File: src/include/decode_cfg.svh
// Configuration macros for the decode and issue stage
// Sequence number width, register count, pipe count

`ifndef DECODE_CFG_SVH
`define DECODE_CFG_SVH

// --------------------------------------------------
// Program order tracking
// --------------------------------------------------

// Width of the sequence number carried from fetch
`define SEQ_NUM_BITS 8

// --------------------------------------------------
// Architectural state and execute resources
// --------------------------------------------------

// Architectural integer registers, x0 included
`define NUM_REGS 32

// One pipe per unit class
// Pipe 0 is ALU/branch, pipe 1 is multiply/memory
`define NUM_PIPES 2

`endif

File: src/hw/decode_pkg.sv
// Shared types for the decode and issue stage
// Vector typedefs, uop/unit/immediate enums, channel structs

`default_nettype none

`include "decode_cfg.svh"

package decode_pkg;

  // --------------------------------------------------
  // Plain vector types
  // --------------------------------------------------

  typedef logic [31:0]               inst_t;
  typedef logic [31:0]               data_t;
  typedef logic [4:0]                reg_addr_t;
  typedef logic [`SEQ_NUM_BITS-1:0] seq_num_t;

  // TinyRV1 operations
  typedef enum logic [2:0] {
    UOP_ADD,
    UOP_ADDI,
    UOP_MUL,
    UOP_LW,
    UOP_SW,
    UOP_JAL,
    UOP_JR,
    UOP_BNE
  } uop_e;

  // Unit class, value doubles as the pipe index
  typedef enum logic [$clog2(`NUM_PIPES)-1:0] {
    UNIT_ALU    = 0,
    UNIT_MULMEM = 1
  } unit_e;

  // Immediate formats
  typedef enum logic [1:0] {
    IMM_I,
    IMM_S,
    IMM_B,
    IMM_J
  } imm_e;

  // --------------------------------------------------
  // Channel and internal structs
  // --------------------------------------------------

  // Fetch to decode
  typedef struct packed {
    inst_t    inst;
    data_t    pc;
    seq_num_t seq_num;
  } fetch_pkt_t;

  // Decode to execute pipes, shared by both pipes
  typedef struct packed {
    data_t     pc;
    uop_e      uop;
    data_t     op1;
    data_t     op2;
    reg_addr_t waddr;
    seq_num_t  seq_num;
  } issue_pkt_t;

  // Writeback strobe from the pipes
  typedef struct packed {
    logic      wen;
    reg_addr_t waddr;
    data_t     wdata;
    seq_num_t  seq_num;
  } complete_pkt_t;

  // Decoder result
  typedef struct packed {
    uop_e      uop;
    unit_e     unit;
    reg_addr_t raddr0;
    reg_addr_t raddr1;
    logic      ren0;
    logic      ren1;
    reg_addr_t waddr;
    logic      wen;
    logic      op2_imm;
    data_t     imm;
  } decode_t;

endpackage

`default_nettype wire

File: src/hw/inst_decoder.sv
// TinyRV1 instruction decoder
// Uop, unit class, register fields, enables and immediate

`default_nettype none

module inst_decoder (
  input  decode_pkg::inst_t   inst,
  output decode_pkg::decode_t dec,
  output logic                dec_val
);

  // Major opcodes used by TinyRV1
  localparam logic [6:0] OPC_OP     = 7'b0110011;
  localparam logic [6:0] OPC_OP_IMM = 7'b0010011;
  localparam logic [6:0] OPC_LOAD   = 7'b0000011;
  localparam logic [6:0] OPC_STORE  = 7'b0100011;
  localparam logic [6:0] OPC_JAL    = 7'b1101111;
  localparam logic [6:0] OPC_JALR   = 7'b1100111;
  localparam logic [6:0] OPC_BRANCH = 7'b1100011;

  logic [6:0]              opcode;
  logic [2:0]              funct3;
  logic [6:0]              funct7;
  decode_pkg::reg_addr_t   rs1;
  decode_pkg::reg_addr_t   rs2;
  decode_pkg::reg_addr_t   rd;
  decode_pkg::uop_e        uop;
  decode_pkg::unit_e       unit;
  decode_pkg::imm_e        imm_sel;
  logic                    ren0;
  logic                    ren1;
  logic                    wen_raw;
  logic                    wen;
  logic                    op2_imm;
  decode_pkg::data_t       imm;

  // Standard RV32 field positions
  assign opcode = inst[6:0];
  assign funct3 = inst[14:12];
  assign funct7 = inst[31:25];
  assign rs1    = inst[19:15];
  assign rs2    = inst[24:20];
  assign rd     = inst[11:7];

  // --------------------------------------------------
  // Opcode and function decode
  // --------------------------------------------------

  always_comb begin
    dec_val = 1'b1;
    uop     = decode_pkg::UOP_ADD;
    unit    = decode_pkg::UNIT_ALU;
    imm_sel = decode_pkg::IMM_I;
    ren0    = 1'b0;
    ren1    = 1'b0;
    wen_raw = 1'b0;
    op2_imm = 1'b0;
    case (opcode)
      OPC_OP: begin
        ren0    = 1'b1;
        ren1    = 1'b1;
        wen_raw = 1'b1;
        // add and mul share opcode and funct3
        if (funct3 == 3'b000 && funct7 == 7'b0000000) begin
          uop = decode_pkg::UOP_ADD;
        end else if (funct3 == 3'b000 && funct7 == 7'b0000001) begin
          uop  = decode_pkg::UOP_MUL;
          unit = decode_pkg::UNIT_MULMEM;
        end else begin
          dec_val = 1'b0;
        end
      end
      OPC_OP_IMM: begin
        uop     = decode_pkg::UOP_ADDI;
        ren0    = 1'b1;
        wen_raw = 1'b1;
        op2_imm = 1'b1;
        dec_val = (funct3 == 3'b000);
      end
      OPC_LOAD: begin
        uop     = decode_pkg::UOP_LW;
        unit    = decode_pkg::UNIT_MULMEM;
        ren0    = 1'b1;
        wen_raw = 1'b1;
        op2_imm = 1'b1;
        dec_val = (funct3 == 3'b010);
      end
      OPC_STORE: begin
        // Base in op1 and offset in op2
        uop     = decode_pkg::UOP_SW;
        unit    = decode_pkg::UNIT_MULMEM;
        imm_sel = decode_pkg::IMM_S;
        ren0    = 1'b1;
        ren1    = 1'b1;
        op2_imm = 1'b1;
        dec_val = (funct3 == 3'b010);
      end
      OPC_JAL: begin
        uop     = decode_pkg::UOP_JAL;
        imm_sel = decode_pkg::IMM_J;
        wen_raw = 1'b1;
        op2_imm = 1'b1;
      end
      OPC_JALR: begin
        // Only the jr form with rd = x0 and zero offset
        uop     = decode_pkg::UOP_JR;
        ren0    = 1'b1;
        dec_val = (funct3 == 3'b000) && (rd == '0) && (inst[31:20] == '0);
      end
      OPC_BRANCH: begin
        uop     = decode_pkg::UOP_BNE;
        imm_sel = decode_pkg::IMM_B;
        ren0    = 1'b1;
        ren1    = 1'b1;
        dec_val = (funct3 == 3'b001);
      end
      default: dec_val = 1'b0;
    endcase
  end

  // --------------------------------------------------
  // Sign-extended immediate generation
  // --------------------------------------------------

  always_comb begin
    case (imm_sel)
      decode_pkg::IMM_S: imm = {{20{inst[31]}}, inst[31:25], inst[11:7]};
      decode_pkg::IMM_B: imm = {{19{inst[31]}}, inst[31], inst[7], inst[30:25],
                                inst[11:8], 1'b0};
      decode_pkg::IMM_J: imm = {{11{inst[31]}}, inst[31], inst[19:12], inst[20],
                                inst[30:21], 1'b0};
      default:           imm = {{20{inst[31]}}, inst[31:20]};
    endcase
  end

  // Writes to x0 are dropped here
  assign wen = wen_raw && (rd != '0);

  // Unused read ports point at x0 so they read zero, never pending
  always_comb begin
    dec.uop     = uop;
    dec.unit    = unit;
    dec.raddr0  = ren0 ? rs1 : '0;
    dec.raddr1  = ren1 ? rs2 : '0;
    dec.ren0    = ren0;
    dec.ren1    = ren1;
    dec.waddr   = wen ? rd : '0;
    dec.wen     = wen;
    dec.op2_imm = op2_imm;
    dec.imm     = imm;
  end

endmodule

`default_nettype wire

File: src/hw/regfile_pending.sv
// Register file with a pending-write bit per register
// Two read ports, completion write port, pending-set port

`default_nettype none

`include "decode_cfg.svh"

module regfile_pending (
  input  logic                      clk,
  input  logic                      rst,
  input  decode_pkg::reg_addr_t     raddr0,
  input  decode_pkg::reg_addr_t     raddr1,
  output decode_pkg::data_t         rdata0,
  output decode_pkg::data_t         rdata1,
  output logic                      rpending0,
  output logic                      rpending1,
  input  decode_pkg::reg_addr_t     check_addr,
  output logic                      check_pending,
  input  logic                      complete_val,
  input  decode_pkg::complete_pkt_t complete,
  input  logic                      set_val,
  input  decode_pkg::reg_addr_t     set_addr
);

  decode_pkg::data_t      regs [`NUM_REGS];
  logic [`NUM_REGS-1:0]   pending;
  logic                   wr_en;
  logic                   set_en;

  // x0 is never written and never marked
  assign wr_en  = complete_val && complete.wen && (complete.waddr != '0);
  assign set_en = set_val && (set_addr != '0);

  // --------------------------------------------------
  // State update
  // --------------------------------------------------

  always_ff @(posedge clk) begin
    if (rst) begin
      pending <= '0;
      for (int i = 0; i < `NUM_REGS; i++) begin
        regs[i] <= '0;
      end
    end else begin
      if (wr_en) begin
        regs[complete.waddr]    <= complete.wdata;
        pending[complete.waddr] <= 1'b0;
      end
      // Later assignment, so a same-edge set beats the clear
      if (set_en) begin
        pending[set_addr] <= 1'b1;
      end
    end
  end

  // --------------------------------------------------
  // Read side, no bypass from the completion port
  // --------------------------------------------------

  // x0 reads as zero
  assign rdata0 = (raddr0 == '0) ? '0 : regs[raddr0];
  assign rdata1 = (raddr1 == '0) ? '0 : regs[raddr1];

  // pending[0] stays clear since set_en excludes x0
  assign rpending0     = pending[raddr0];
  assign rpending1     = pending[raddr1];
  assign check_pending = pending[check_addr];

  // --------------------------------------------------
  // Checks
  // --------------------------------------------------

  // Each completion must match an earlier issue that marked its register
  assert property (@(posedge clk) disable iff (rst)
    wr_en |-> pending[complete.waddr])
    else $error("completion to x%0d which is not pending", complete.waddr);

endmodule

`default_nettype wire

File: src/hw/issue_router.sv
// Issue router
// Hazard stall, operand select, per-pipe valid and transfer

`default_nettype none

`include "decode_cfg.svh"

module issue_router (
  input  logic                        held_val,
  input  decode_pkg::decode_t         dec,
  input  logic                        dec_val,
  input  decode_pkg::data_t           rdata0,
  input  decode_pkg::data_t           rdata1,
  input  logic                        rpending0,
  input  logic                        rpending1,
  input  logic                        wpending,
  input  decode_pkg::data_t           pc,
  input  decode_pkg::seq_num_t        seq_num,
  output logic [`NUM_PIPES-1:0]       issue_val,
  input  logic [`NUM_PIPES-1:0]       issue_rdy,
  output decode_pkg::issue_pkt_t      issue,
  output logic                        issue_xfer
);

  logic raw_stall;
  logic waw_stall;
  logic stall;
  logic go;

  // --------------------------------------------------
  // Hazard detection
  // --------------------------------------------------

  // RAW on a used source
  assign raw_stall = (dec.ren0 && rpending0) || (dec.ren1 && rpending1);
  // WAW on the destination
  assign waw_stall = dec.wen && wpending;
  assign stall     = raw_stall || waw_stall;

  // Illegal encodings never leave the held register
  assign go = held_val && dec_val && !stall;

  // --------------------------------------------------
  // Pipe select and handshake
  // --------------------------------------------------

  // Unit class value is the pipe index
  assign issue_val  = go ? (`NUM_PIPES'(1) << dec.unit) : '0;
  assign issue_xfer = |(issue_val & issue_rdy);

  // Packet shared by all pipes
  always_comb begin
    issue.pc      = pc;
    issue.uop     = dec.uop;
    issue.op1     = rdata0;
    issue.op2     = dec.op2_imm ? dec.imm : rdata1;
    issue.waddr   = dec.waddr;
    issue.seq_num = seq_num;
  end

endmodule

`default_nettype wire

File: src/hw/decode_issue_unit.sv
// Decode and issue stage top level
// Held fetch register, decoder, pending regfile, router

`default_nettype none

`include "decode_cfg.svh"

module decode_issue_unit (
  input  logic                      clk,
  input  logic                      rst,

  // Fetch channel
  input  logic                      fetch_val,
  output logic                      fetch_rdy,
  input  decode_pkg::fetch_pkt_t    fetch,

  // Issue channels
  output logic [`NUM_PIPES-1:0]     issue_val,
  input  logic [`NUM_PIPES-1:0]     issue_rdy,
  output decode_pkg::issue_pkt_t    issue,

  // Completion strobe
  input  logic                      complete_val,
  input  decode_pkg::complete_pkt_t complete
);

  decode_pkg::fetch_pkt_t held;
  logic                   held_val;
  logic                   fetch_xfer;
  logic                   issue_xfer;
  decode_pkg::decode_t    dec;
  logic                   dec_val;
  decode_pkg::data_t      rdata0;
  decode_pkg::data_t      rdata1;
  logic                   rpending0;
  logic                   rpending1;
  logic                   wpending;

  // --------------------------------------------------
  // Held fetch register
  // --------------------------------------------------

  // Accept when empty or when the held one leaves this cycle
  assign fetch_rdy  = !held_val || issue_xfer;
  assign fetch_xfer = fetch_val && fetch_rdy;

  always_ff @(posedge clk) begin
    if (rst) begin
      held_val <= 1'b0;
    end else if (fetch_xfer) begin
      held_val <= 1'b1;
    end else if (issue_xfer) begin
      held_val <= 1'b0;
    end
  end

  // Packet loads with each accepted fetch
  always_ff @(posedge clk) begin
    if (fetch_xfer) begin
      held <= fetch;
    end
  end

  // --------------------------------------------------
  // Decode and register read side by side
  // --------------------------------------------------

  inst_decoder inst_decoder_inst (
    .inst    (held.inst),
    .dec     (dec),
    .dec_val (dec_val)
  );

  // Issued destination becomes pending at the transfer edge
  regfile_pending regfile_pending_inst (
    .clk           (clk),
    .rst           (rst),
    .raddr0        (dec.raddr0),
    .raddr1        (dec.raddr1),
    .rdata0        (rdata0),
    .rdata1        (rdata1),
    .rpending0     (rpending0),
    .rpending1     (rpending1),
    .check_addr    (dec.waddr),
    .check_pending (wpending),
    .complete_val  (complete_val),
    .complete      (complete),
    .set_val       (issue_xfer && dec.wen),
    .set_addr      (dec.waddr)
  );

  issue_router issue_router_inst (
    .held_val   (held_val),
    .dec        (dec),
    .dec_val    (dec_val),
    .rdata0     (rdata0),
    .rdata1     (rdata1),
    .rpending0  (rpending0),
    .rpending1  (rpending1),
    .wpending   (wpending),
    .pc         (held.pc),
    .seq_num    (held.seq_num),
    .issue_val  (issue_val),
    .issue_rdy  (issue_rdy),
    .issue      (issue),
    .issue_xfer (issue_xfer)
  );

  // Held instruction stays put until it issues
  assert property (@(posedge clk) disable iff (rst)
    (held_val && !issue_xfer) |=> (held_val && $stable(held)))
    else $error("held packet changed before issue");

endmodule

`default_nettype wire

File: config.mk
export PLATFORM = sky130hd
export DESIGN_NAME = decode_issue_unit
export DESIGN_NICKNAME = d
export VERILOG_FILES = /design/src/hw/decode_pkg.sv /design/src/hw/inst_decoder.sv /design/src/hw/regfile_pending.sv /design/src/hw/issue_router.sv /design/src/hw/decode_issue_unit.sv
export VERILOG_INCLUDE_DIRS = /design/src /design/src/include
export SDC_FILE = /design/constraint.sdc
export NUM_CORES = 2
export LEC_CHECK = 0
export BUFFER_PORTS_ARGS = -buffer_cell sky130_fd_sc_hd__buf_2
export CORE_MARGIN = 3
export CORE_UTILIZATION = 34
export CTS_CLUSTER_SIZE = 40
export DETAILED_ROUTE_END_ITERATION = 16
export PLACE_DENSITY = 0.54
export SLEW_MARGIN = 20
export SYNTH_ARGS = -nofsm -noshare
export SYNTH_HDL_FRONTEND = slang
export SYNTH_SLANG_ARGS = --single-unit
File: constraint.sdc
create_clock -name clk -period 20.9 [get_ports clk]
set_clock_uncertainty 0.05 [all_clocks]
set_input_delay 3.135 -clock clk [delete_from_list [all_inputs] [get_ports clk]]
set_output_delay 3.135 -clock clk [all_outputs]
set_load 0.02 [all_outputs]
==> impl_metrics.json <==
{
  "status": "finished, final reports clean",
  "numCtsBuffers": 118,
  "hold_viol": 0,
  "ys_async_sr_fraction": 0,
  "antenna_found_initial": 25,
  "die_height_um": 433.2,
  "hp-start": "regfile_pending_inst.pending[23]",
  "max_freq_mhz": 94.46,
  "synth.avg_cell_area_um2": 10.08,
  "r2r-start": "held[42]",
  "syn_area_um2": 62060,
  "die_area_um2": 187700,
  "required_ns": 17.72,
  "synth_top_cells_by_area": "edfxtp_1 (53%), and2_1 (9.5%), nand2_1 (7.1%)",
  "place_hpwl_um": 160500,
  "grt_overflow": 0,
  "leakagePower_uw": 0.02505,
  "cts_htree_levels": 3,
  "worstMarginPinSlew_ns": 1.324,
  "synth_seq_cells": 1129,
  "core_um2": 181100,
  "yosys_warnings": 0,
  "post-synth-top-area-cell": "edfxtp_1",
  "hold_path_depth": 2,
  "initial_core_util": 0.3426,
  "io_pins": 239,
  "wl_per_cell_um": 31.22,
  "ys_seq_area_frac": 0.5410,
  "r2r_setup_slack_ns": 15.12,
  "endpoint_kind": "output pin",
  "drcViolationCount": 0,
  "ir_worst_vdd_uv": 66.32,
  "cts_tree": "yes",
  "num-nets-final": 6177,
  "fin_util": 0.3818,
  "clk_latency_ns": 0.75,
  "post_cts_buffers": 0,
  "synth_common_cells": "nand2_1 (1167), edfxtp_1 (1096), and2_1 (947), clkbuf_1 (497), a21oi_1 (297)",
  "synthCells": 6158,
  "cts.sinks": 1129,
  "synth_top_family_by_area": "simple AND/OR/NAND/NOR gates",
  "timing.final.crit_period_ns": 10.59,
  "synthFlopType": "edfxtp_1",
  "hp-class": "reg2reg",
  "yosysMostFrequentCell": "nand2_1",
  "synth_mux_area_frac": 0.05559,
  "synthAdderAreaFrac": 0,
  "grt_pass1_vias": 48030,
  "min_to": "regfile_pending_inst.pending[23]",
  "die_w_um": 433.2,
  "gp_congestion": 0.9421,
  "r2r_end": "held[28]",
  "via_per_inst": 6.029,
  "first_pass_iters": 6,
  "clk_pin_slew_ns": 0.07,
  "ctsResizeCount": 0,
  "final.setup.tns_ns": 0,
  "final_antenna_net_count": 0,
  "crit_type": "reg2out",
  "setup_violations": 0,
  "grt_setup_unrepaired": "no",
  "power_density_nw_per_um2": 75.62,
  "crit_fanout": 61,
  "clock-root-buffer": "clkbuf_16",
  "placed_area_um2": 65340,
  "finalMaxSlewViolations": 0,
  "slew_headroom": 0.1123,
  "area_growth_pct": 11.44,
  "fin_ws_ns": 10.31,
  "synthDistinctLibCells": 76,
  "synth_compound_area_frac": 0.1271,
  "fin_crit_sh": 0.5065,
  "dp.cells": 8303,
  "r2r_cells": 10,
  "synthDominantCellAreaShare": 0.5303,
  "groute.usage.overall": 0.2739,
  "place_ws_ns": 11.28,
  "synth_xor_area_frac": 0,
  "stdcell_area_um2": 69160,
  "critPathLaunchType": "flip-flop",
  "io_buffers": 230,
  "rows": 156,
  "grt_pass1_wl_um": 367300,
  "cp_data_arrival_time_ns": 7.40,
  "drtIter0Drc": 7520,
  "cap_violations": 0,
  "hold_buffers": 0,
  "yosys.area_share.simple": 0.2303,
  "num_vias": 51450,
  "wl_um": 266400,
  "grt_max_degree": 152,
  "fin_cells": 8533,
  "synth_edf_count": 1096,
  "clk_path_buf_depth": 3,
  "drive_gt1_frac": 0.1164
}
where the power goes:
part	internal, uW	switching (uW)
sequential	2600	68.8
combinational	123	321
clock	1180	932
total	3910	1320
registers in the layout, indices dropped and copies added, names as in the netlist:
signal	flops
regfile_pending_inst.pending	32
held_val	1
regfile_pending_inst.regs	1024
held	72
worst max-delay path: stages, from the launching register on:
cell and delay, ns:
edfxtp_1 0.57, and3b_1 0.28, o211ai_1 0.18, buf_4 0.75, buf_4 0.79, buf_4 0.85
buf_4 0.70, buf_4 0.54, and2_1 0.20, a211oi_1 0.04, a211oi_1 0.39, o22a_1 0.21
a31oi_1 0.04, o32ai_2 0.52, buf_2 0.30
layer usage:
metal / global-route usage / part of all wire / vias to the layer above
met5: 0 / 0.00022 / -
met2: 0.4269 / 0.45 / 3409
met3: 0.06331 / 0.11 / 640
met1: 0.3528 / 0.38 / 25470
li1: - / - / 21920
met4: 0.1475 / 0.059 / 8
placed cells by master (no fill, tap or decap), types with 16 or more instances in the layout:
cell type  Yosys  layout
a211oi_1     185     178
a21oi_1      297     296
a221o_1       23      23
a221oi_1      90      90
a311oi_1      38      38
a31oi_1      135     134
and2_1       947     947
and3_1       148     145
buf_2         22     229
buf_4         49     165
clkbuf_1     497      21
clkbuf_16      0     122
clkinv_1       1      37
clkinv_2       0      24
conb_1         1      32
dfxtp_1       33      33
edfxtp_1    1096    1096
inv_1         38      19
mux2i_1      285     285
mux4_2        22      22
nand2_1     1167    1163
nand3_1      261     258
nor2_1       112      85
nor2_2         0      16
nor2b_1       85      85
nor3_1        60      45
nor3_2         1      16
o211ai_1      44      44
o21ai_0      115     115
o221ai_1      23      23
o22ai_1       77      77
o32ai_1       22      20
or3_1         18      18
stage by stage:
step / hold slack (ns) / power [uW]
after floorplan: 0.3995 / 2951
after global placement: 0.4128 / 3140
after detailed placement: 0.4282 / 3148
after CTS: 0.4339 / 5229
after global routing: 0.4616 / 5361
final: 0.4388 / 5230
final cells by class:
type | count | area, um2
inverter | 40 | 153.9
antenna | 12 | 30.03
clock inverter | 75 | 624.3
sequential | 1129 | 33570
clock buffer | 143 | 3132
timing repair buffer | 400 | 2512
tap | 2370 | 2965
multi-input combinational | 4364 | 26170
fill | 17560 | 112000
how the worst max path moves through the flow:
stage / startpoint / endpoint / slack, ns
6_report: held[45] / issue[76] / 10.31
5_1_grt: held[46] / issue[76] / 10.32
4_1_cts: held[46] / issue[76] / 10.47
3_5_place_dp: held[46] / issue[76] / 11.28
3_3_place_gp: held[45] / issue[76] / 11.39
2_1_floorplan: issue_rdy[0] / held[0] / 11.22
logic make-up (layout without fill, tap and decap cells):
kind of cell	Yosys count	count (layout)
AO/OA/AOI/OAI	1167	1167
buffers and inverters	696	658
flip-flops	1129	1129
multiplexers	316	316
other	1	44
AND/OR/NAND/NOR	2849	2849
Note: power is estimated with default switching activity, not from simulation.
